==> config.mk <==
export PLATFORM = sky130hd
export DESIGN_NAME = n64v_top
export DESIGN_NICKNAME = d
export VERILOG_FILES = /design/src/common/n64v_pkg.sv /design/src/hw/n64v_top.sv /design/src/ctrl/n64v_mode_detect.sv /design/src/ppu/n64v_pixel_out.sv /design/src/ppu/n64v_line_timer.sv /design/src/ppu/n64v_vdemux.sv
export SDC_FILE = /design/constraint.sdc
export NUM_CORES = 1
export LEC_CHECK = 0
export ABC_AREA = 1
export BUFFER_PORTS_ARGS = -buffer_cell sky130_fd_sc_hd__clkbuf_2
export CORE_MARGIN = 5
export CORE_UTILIZATION = 26
export DETAILED_ROUTE_END_ITERATION = 7
export GPL_ROUTABILITY_DRIVEN = 0
export RECOVER_POWER = 25
export SYNTH_ARGS = -nofsm -noshare
export SYNTH_HDL_FRONTEND = slang
export SYNTH_HIERARCHICAL = 1
export SYNTH_SLANG_ARGS = --single-unit
==> constraint.sdc <==
create_clock -name HDMI_CLK_w -period 4.3 [get_ports HDMI_CLK_w]
set_clock_uncertainty 0.2 [all_clocks]
set_input_delay 0.43 -clock HDMI_CLK_w [delete_from_list [all_inputs] [get_ports HDMI_CLK_w]]
set_output_delay 0.43 -clock HDMI_CLK_w [all_outputs]
set_load 0.02 [all_outputs]
==> src/common/n64v_pkg.sv <==
package n64v_pkg;

  ////////////////////////////////////////////////////////////////////////////
  // Bus and pixel types
  ////////////////////////////////////////////////////////////////////////////

  // One word of the N64 video bus, also one colour channel
  typedef logic [6:0] n64_word_t;

  // Output pixel, red in the top byte
  typedef logic [23:0] rgb24_t;

  // Low nibble of the sync word, all bits active low
  typedef logic [3:0] sync4_t;

  // Pixel and line counts
  typedef logic [9:0] cnt_t;

  // Bit positions inside sync4_t
  localparam int SYNC_VS_BIT    = 3;
  localparam int SYNC_CLAMP_BIT = 2;
  localparam int SYNC_HS_BIT    = 1;
  localparam int SYNC_CS_BIT    = 0;

  ////////////////////////////////////////////////////////////////////////////
  // Raster window, scaled down for short simulation
  ////////////////////////////////////////////////////////////////////////////

  // First active pixel after hsync fall, and active pixels per line
  localparam cnt_t H_START  = 10'd4;
  localparam cnt_t H_ACTIVE = 10'd16;

  // First active line after vsync fall, and active lines per field
  localparam cnt_t V_START  = 10'd2;
  localparam cnt_t V_ACTIVE = 10'd6;

  // Field line count from which the source counts as PAL
  localparam cnt_t PAL_LINES_MIN = 10'd14;

  // Demux FSM, state names the word expected next
  typedef enum logic [1:0] {
    ST_SYNC  = 2'd0,
    ST_RED   = 2'd1,
    ST_GREEN = 2'd2,
    ST_BLUE  = 2'd3
  } vdemux_state_t;

endpackage
==> src/hw/n64v_top.sv <==
module n64v_top (
  input  logic                HDMI_CLK_w,
  input  logic                HDMI_nRST_w,
  input  logic                n_vdsync_i,
  input  n64v_pkg::n64_word_t vd_i,
  input  logic                deblur_en_i,
  output logic                vid_vld_o,
  output logic                vsync_o,
  output logic                hsync_o,
  output logic                de_o,
  output n64v_pkg::rgb24_t    vd_o,
  output logic                pal_o,
  output logic                interlaced_o,
  output logic                mode_vld_o
);

  import n64v_pkg::*;

  // Demuxed pixel
  logic      pix_vld;
  sync4_t    pix_sync;
  n64_word_t pix_r;
  n64_word_t pix_g;
  n64_word_t pix_b;
  logic      pix_active;

  ////////////////////////////////////////////////////////////////////////////
  // Bus demux
  ////////////////////////////////////////////////////////////////////////////

  n64v_vdemux vdemux_u (
    .HDMI_CLK_w  (HDMI_CLK_w),
    .HDMI_nRST_w (HDMI_nRST_w),
    .n_vdsync_i  (n_vdsync_i),
    .vd_i        (vd_i),
    .pix_vld_o   (pix_vld),
    .pix_sync_o  (pix_sync),
    .pix_r_o     (pix_r),
    .pix_g_o     (pix_g),
    .pix_b_o     (pix_b)
  );

  // Active window, same cycle as the strobe
  n64v_line_timer line_timer_u (
    .HDMI_CLK_w   (HDMI_CLK_w),
    .HDMI_nRST_w  (HDMI_nRST_w),
    .pix_vld_i    (pix_vld),
    .pix_sync_i   (pix_sync),
    .pix_active_o (pix_active)
  );

  ////////////////////////////////////////////////////////////////////////////
  // Video out and mode
  ////////////////////////////////////////////////////////////////////////////

  n64v_pixel_out pixel_out_u (
    .HDMI_CLK_w   (HDMI_CLK_w),
    .HDMI_nRST_w  (HDMI_nRST_w),
    .deblur_en_i  (deblur_en_i),
    .pix_vld_i    (pix_vld),
    .pix_sync_i   (pix_sync),
    .pix_r_i      (pix_r),
    .pix_g_i      (pix_g),
    .pix_b_i      (pix_b),
    .pix_active_i (pix_active),
    .vid_vld_o    (vid_vld_o),
    .vsync_o      (vsync_o),
    .hsync_o      (hsync_o),
    .de_o         (de_o),
    .vd_o         (vd_o)
  );

  n64v_mode_detect mode_detect_u (
    .HDMI_CLK_w   (HDMI_CLK_w),
    .HDMI_nRST_w  (HDMI_nRST_w),
    .pix_vld_i    (pix_vld),
    .pix_sync_i   (pix_sync),
    .pal_o        (pal_o),
    .interlaced_o (interlaced_o),
    .mode_vld_o   (mode_vld_o)
  );

endmodule

==> src/ctrl/n64v_mode_detect.sv <==
module n64v_mode_detect (
  input  logic             HDMI_CLK_w,
  input  logic             HDMI_nRST_w,
  input  logic             pix_vld_i,
  input  n64v_pkg::sync4_t pix_sync_i,
  output logic             pal_o,
  output logic             interlaced_o,
  output logic             mode_vld_o
);

  import n64v_pkg::*;

  // Previous sync bits seen on a strobe
  logic hs_q;
  logic vs_q;

  // Lines of the running field and of the last finished one
  cnt_t line_cnt_q;
  cnt_t prev_cnt_q;

  // First vsync fall seen
  logic vs_seen_q;

  logic hs_fall;
  logic vs_fall;

  assign hs_fall = pix_vld_i && hs_q && !pix_sync_i[SYNC_HS_BIT];
  assign vs_fall = pix_vld_i && vs_q && !pix_sync_i[SYNC_VS_BIT];

  ////////////////////////////////////////////////////////////////////////////
  // Edge tracking and line count
  ////////////////////////////////////////////////////////////////////////////

  always_ff @(posedge HDMI_CLK_w or negedge HDMI_nRST_w) begin
    if (!HDMI_nRST_w) begin
      hs_q       <= 1'b1;
      vs_q       <= 1'b1;
      line_cnt_q <= '0;
    end else if (pix_vld_i) begin
      hs_q <= pix_sync_i[SYNC_HS_BIT];
      vs_q <= pix_sync_i[SYNC_VS_BIT];
      // New field starts empty
      if (vs_fall) begin
        line_cnt_q <= '0;
      end else if (hs_fall && (line_cnt_q != '1)) begin
        line_cnt_q <= line_cnt_q + cnt_t'(1);
      end
    end
  end

  ////////////////////////////////////////////////////////////////////////////
  // Field classification
  ////////////////////////////////////////////////////////////////////////////

  always_ff @(posedge HDMI_CLK_w or negedge HDMI_nRST_w) begin
    if (!HDMI_nRST_w) begin
      prev_cnt_q   <= '0;
      vs_seen_q    <= 1'b0;
      pal_o        <= 1'b0;
      interlaced_o <= 1'b0;
      mode_vld_o   <= 1'b0;
    end else if (vs_fall) begin
      prev_cnt_q   <= line_cnt_q;
      vs_seen_q    <= 1'b1;
      pal_o        <= (line_cnt_q >= PAL_LINES_MIN);
      // Odd and even fields differ by one line
      interlaced_o <= (line_cnt_q != prev_cnt_q);
      // Needs one complete field behind it
      if (vs_seen_q) begin
        mode_vld_o <= 1'b1;
      end
    end
  end

endmodule

==> src/ppu/n64v_pixel_out.sv <==
module n64v_pixel_out (
  input  logic                HDMI_CLK_w,
  input  logic                HDMI_nRST_w,
  input  logic                deblur_en_i,
  input  logic                pix_vld_i,
  input  n64v_pkg::sync4_t    pix_sync_i,
  input  n64v_pkg::n64_word_t pix_r_i,
  input  n64v_pkg::n64_word_t pix_g_i,
  input  n64v_pkg::n64_word_t pix_b_i,
  input  logic                pix_active_i,
  output logic                vid_vld_o,
  output logic                vsync_o,
  output logic                hsync_o,
  output logic                de_o,
  output n64v_pkg::rgb24_t    vd_o
);

  import n64v_pkg::*;

  // Previous active pixel of this line
  logic      prev_vld_q;
  n64_word_t prev_r_q;
  n64_word_t prev_g_q;
  n64_word_t prev_b_q;

  logic   blend;
  rgb24_t pix_rgb;

  // Floor average of two channels
  function automatic n64_word_t avg7(input n64_word_t a, input n64_word_t b);
    logic [7:0] sum;
    sum = {1'b0, a} + {1'b0, b};
    return sum[7:1];
  endfunction

  // 7 to 8 bit, top bit repeated as new LSB
  function automatic logic [7:0] widen(input n64_word_t c);
    return {c, c[6]};
  endfunction

  assign blend = deblur_en_i && prev_vld_q;

  always_comb begin
    if (blend) begin
      pix_rgb = {widen(avg7(pix_r_i, prev_r_q)),
                 widen(avg7(pix_g_i, prev_g_q)),
                 widen(avg7(pix_b_i, prev_b_q))};
    end else begin
      pix_rgb = {widen(pix_r_i), widen(pix_g_i), widen(pix_b_i)};
    end
  end

  ////////////////////////////////////////////////////////////////////////////
  // Output registers
  ////////////////////////////////////////////////////////////////////////////

  always_ff @(posedge HDMI_CLK_w or negedge HDMI_nRST_w) begin
    if (!HDMI_nRST_w) begin
      vid_vld_o  <= 1'b0;
      // Syncs idle high
      vsync_o    <= 1'b1;
      hsync_o    <= 1'b1;
      de_o       <= 1'b0;
      vd_o       <= '0;
      prev_vld_q <= 1'b0;
    end else begin
      vid_vld_o <= pix_vld_i;
      if (pix_vld_i) begin
        vsync_o    <= pix_sync_i[SYNC_VS_BIT];
        hsync_o    <= pix_sync_i[SYNC_HS_BIT];
        de_o       <= pix_active_i;
        // Blank colour outside the window
        vd_o       <= pix_active_i ? pix_rgb : '0;
        prev_vld_q <= pix_active_i;
      end
    end
  end

  // Raw input kept, blending never chains
  always_ff @(posedge HDMI_CLK_w) begin
    if (pix_vld_i && pix_active_i) begin
      prev_r_q <= pix_r_i;
      prev_g_q <= pix_g_i;
      prev_b_q <= pix_b_i;
    end
  end

  // Output strobe lasts a single cycle
  assert property (@(posedge HDMI_CLK_w) disable iff (!HDMI_nRST_w)
    vid_vld_o |=> !vid_vld_o)
    else $error("vid_vld_o high on two consecutive cycles");

endmodule

==> src/ppu/n64v_line_timer.sv <==
module n64v_line_timer (
  input  logic             HDMI_CLK_w,
  input  logic             HDMI_nRST_w,
  input  logic             pix_vld_i,
  input  n64v_pkg::sync4_t pix_sync_i,
  output logic             pix_active_o
);

  import n64v_pkg::*;

  // Sync bits of the previous strobe
  logic hs_q;
  logic vs_q;

  // Index of the next strobe on the line, and current line index
  cnt_t pix_q;
  cnt_t line_q;

  // Decode for the strobe in this cycle
  logic hs_fall;
  logic vs_fall;
  cnt_t pix_idx;
  cnt_t line_idx;
  logic h_in;
  logic v_in;

  // Active low sync, so a fall is high then low
  assign hs_fall = hs_q && !pix_sync_i[SYNC_HS_BIT];
  assign vs_fall = vs_q && !pix_sync_i[SYNC_VS_BIT];

  // Strobe carrying the edge is index 0
  assign pix_idx = hs_fall ? '0 : pix_q;

  // vsync wins over a coinciding hsync
  always_comb begin
    if (vs_fall) begin
      line_idx = '0;
    end else if (hs_fall && (line_q != '1)) begin
      line_idx = line_q + cnt_t'(1);
    end else begin
      line_idx = line_q;
    end
  end

  ////////////////////////////////////////////////////////////////////////////
  // Window decode
  ////////////////////////////////////////////////////////////////////////////

  assign h_in = (pix_idx >= H_START) && (pix_idx < H_START + H_ACTIVE);
  assign v_in = (line_idx >= V_START) && (line_idx < V_START + V_ACTIVE);

  assign pix_active_o = pix_vld_i && h_in && v_in;

  ////////////////////////////////////////////////////////////////////////////
  // Counters
  ////////////////////////////////////////////////////////////////////////////

  always_ff @(posedge HDMI_CLK_w or negedge HDMI_nRST_w) begin
    if (!HDMI_nRST_w) begin
      hs_q   <= 1'b1;
      vs_q   <= 1'b1;
      // All ones means not yet locked to an edge
      pix_q  <= '1;
      line_q <= '1;
    end else if (pix_vld_i) begin
      hs_q   <= pix_sync_i[SYNC_HS_BIT];
      vs_q   <= pix_sync_i[SYNC_VS_BIT];
      line_q <= line_idx;
      // Saturate so a missing hsync never wraps into the window
      if (pix_idx != '1) begin
        pix_q <= pix_idx + cnt_t'(1);
      end else begin
        pix_q <= pix_idx;
      end
    end
  end

  // Sync pulses end before the window opens
  assert property (@(posedge HDMI_CLK_w) disable iff (!HDMI_nRST_w)
    pix_active_o |-> (pix_sync_i[SYNC_HS_BIT] && pix_sync_i[SYNC_VS_BIT]))
    else $error("Active pixel inside a sync pulse");

endmodule

==> src/ppu/n64v_vdemux.sv <==
module n64v_vdemux (
  input  logic                HDMI_CLK_w,
  input  logic                HDMI_nRST_w,
  input  logic                n_vdsync_i,
  input  n64v_pkg::n64_word_t vd_i,
  output logic                pix_vld_o,
  output n64v_pkg::sync4_t    pix_sync_o,
  output n64v_pkg::n64_word_t pix_r_o,
  output n64v_pkg::n64_word_t pix_g_o,
  output n64v_pkg::n64_word_t pix_b_o
);

  import n64v_pkg::*;

  // Input register stage
  logic      n_vdsync_q;
  n64_word_t vd_q;

  // Group assembly
  vdemux_state_t state_q;
  sync4_t        sync_hold_q;
  n64_word_t     red_hold_q;
  n64_word_t     green_hold_q;
  logic          emit;

  // Blue word sitting in the input register completes the group
  assign emit = n_vdsync_q && (state_q == ST_BLUE);

  ////////////////////////////////////////////////////////////////////////////
  // Control path
  ////////////////////////////////////////////////////////////////////////////

  always_ff @(posedge HDMI_CLK_w or negedge HDMI_nRST_w) begin
    if (!HDMI_nRST_w) begin
      // Idle bus level, no sync pending
      n_vdsync_q <= 1'b1;
      state_q    <= ST_SYNC;
      pix_vld_o  <= 1'b0;
    end else begin
      n_vdsync_q <= n_vdsync_i;
      pix_vld_o  <= emit;
      if (!n_vdsync_q) begin
        // Sync word restarts the group from any state
        state_q <= ST_RED;
      end else begin
        case (state_q)
          ST_RED:   state_q <= ST_GREEN;
          ST_GREEN: state_q <= ST_BLUE;
          ST_BLUE:  state_q <= ST_SYNC;
          // Wait here for the next sync word
          default:  state_q <= ST_SYNC;
        endcase
      end
    end
  end

  ////////////////////////////////////////////////////////////////////////////
  // Data path
  ////////////////////////////////////////////////////////////////////////////

  always_ff @(posedge HDMI_CLK_w) begin
    vd_q <= vd_i;
    // Sync bits live in the low nibble
    if (!n_vdsync_q) begin
      sync_hold_q <= vd_q[3:0];
    end
    if (n_vdsync_q && (state_q == ST_RED)) begin
      red_hold_q <= vd_q;
    end
    if (n_vdsync_q && (state_q == ST_GREEN)) begin
      green_hold_q <= vd_q;
    end
    // All four words leave together with the strobe
    if (emit) begin
      pix_sync_o <= sync_hold_q;
      pix_r_o    <= red_hold_q;
      pix_g_o    <= green_hold_q;
      pix_b_o    <= vd_q;
    end
  end

  // nVDSYNC marks one word per group, never two in a row
  assert property (@(posedge HDMI_CLK_w) disable iff (!HDMI_nRST_w)
    !n_vdsync_q |=> n_vdsync_q)
    else $error("nVDSYNC low on two consecutive samples");

endmodule

==> metrics <==
Max VDD drop=0.000292 V; buffer type at the clock tree root=sky130_fd_sc_hd__clkbuf_16; max cap viols=2; worst-case clock buffer depth=2; post-layout util=30.7%; clock sinks=144; average cell area after synthesis=8.81 µm²; Yosys warnings=6; most common cell after layout, fill and taps aside=sky130_fd_sc_hd__nand2_1; post-synthesis instance area=7280 µm²; final number of hold-violating endpoints=0; net count after synthesis=866; worst-path maximum fanout=39; fin crit period=3360 ps; violated checks=max-capacitance violations, max-slew violations; Hold Buf Count CTS=9; global-route usage over all layers=9.82%; flip-flop and latch area=3900 µm²; Clk pin slew, worst setup/hold paths=60 ps; die area=31400 µm²; total design power=3690 µW; number of cell rows=61; detailed-router iteration count before antenna repair=5; Placed Instances=1228; number of buffers created by CTS=17; TritonCTS clock tree=done; CTS HTree Levels=4; count of antenna diodes in the layout=0; Reg2Reg Launch Point=vdemux_u/pix_vld_o; final count of pins violating max slew=40; CP Class=flop to flop; # port buffers=41; total leakage power=0.00384 µW; total of cells resized after clock tree synthesis=0; Gate Count Post-Synth=826; sum of negative setup slack=0 ps; # nets final=918; clock insertion delay at the later pin of the skew report=410 ps; core outline area=27700 µm²; CP Launch Type=flop; number of nets with antenna violations after detailed routing=0; leading cell types in the layout, fill and taps excluded=251 x sky130_fd_sc_hd__nand2_1, 100 x sky130_fd_sc_hd__inv_1, 85 x sky130_fd_sc_hd__nor2_1, 62 x sky130_fd_sc_hd__nand3_1, 60 x sky130_fd_sc_hd__edfxtp_1; power density relative to cell area=434 nW/µm²; Die Ht=177 µm; global-route congestion overflow total=0; maximum operating frequency=298 MHz; maximum number of pins on one net before global-route repair=56; final-report setup violation count=0; via count of the first global-routing pass=5067; Final Non-Filler Cells=1269; worst min path class=flop to flop; headroom to the max-slew limit=-13.4%; violation count after the first detailed-routing iteration=402; outcome=complete, but fails checks; wire length of the first global-routing pass=24900 µm; layout filler cell count=2867; startpoint of the most critical setup path=vdemux_u/pix_vld_o; Final period util=78.1%; antenna violations before repair=0; data arrival time of the worst path=3500 ps; sort of element at the end of the critical path=flop; DRC=0; detail-routed net length per standard cell=11.9 µm; HPWL after DPL=10300 µm; start point of the worst min-delay path=vdemux_u/red_hold_q[5]; area overhead of the layout relative to synthesis=16.8%; Post-CTS Setup Repair Bufs=0; count of vias placed by the detailed router=5346; RSZ-0062 raised after global routing=false; pin slew with the least headroom to its limit=1700 ps; area taken by multi-input logic gates=2820 µm²; post-DR vias/cell=4.21; total detailed-routing wirelength=15100 µm; fraction of layout cells with a size suffix above 1=14.9%; die outline width=177 µm; number of top-level pins=42; Req. time, crit path=4440 ps; Starting Density=26.3%
## flip-flops by register name (all words and copies together) (netlist names), 10 cells and up
| name | count |
|---|---|
| mode_detect_u/prev_cnt_q | 10 |
| pixel_out_u/vd_o | 21 |
| line_timer_u/pix_q | 10 |
| line_timer_u/line_q | 10 |
| mode_detect_u/line_cnt_q | 10 |
## worst max-delay path: stages (launching register included)
cell and delay, ps:
sky130_fd_sc_hd__dfrtp_1 360, sky130_fd_sc_hd__clkbuf_1 1240, sky130_fd_sc_hd__nand2_2 570, sky130_fd_sc_hd__inv_1 320, sky130_fd_sc_hd__buf_4 330, sky130_fd_sc_hd__o21ai_1 110
sky130_fd_sc_hd__o21ai_1 150
## routing by layer
metal	vias to the layer above	global-route usage (%)	part of all wire [%]
li1	2735	-	-
met1	2523	13.2	50
met2	76	15.6	46
met3	12	2.68	3.1
met4	0	2.77	0.97
met5	-	0	0
## where the power goes
part	internal, µW	leakage, µW	switching (µW)
clock	914	0.000284	582
combinational	177	0.00199	322
sequential	1600	0.00157	91.2
total	2690	0.00384	995
## path summary, 6_finish.rpt
check | slack (ps) | cells past startpoint | end
hold / removal | 220 | 0 | vdemux_u/pix_r_o[5]
setup / recovery | 940 | 6 | pixel_out_u/vd_o[18]
setup reg to reg | 940 | 6 | pixel_out_u/vd_o[18]
min in group asynchronous | 720 | 2 | pixel_out_u/vd_o[16]
max in group asynchronous | 2060 | 3 | line_timer_u/pix_q[6]
hold reg to reg | 220 | 0 | vdemux_u/pix_r_o[5]
## per-stage QoR
| stage | setup slack, ps | instance area (µm²) | hold WS (ps) |
|---|---|---|---|
| after detailed placement | 1200 | 7820 | 205 |
| after CTS | 1190 | 8510 | 218 |
| after global placement | 1250 | 7820 | 201 |
| after global routing | 549 | 8500 | 226 |
| after floorplan | 1560 | 7280 | -65.6 |
| final | 943 | 8500 | 215 |
## area by class of cell
type	count	share of cell area (%)
clock buffer	19	5.09
clock inverter	13	1.91
inverter	104	4.62
multi-input combinational	558	33.2
sequential	144	45.9
tap	378	5.56
timing repair buffer	53	3.69
Power figures use the tool's default switching activity.
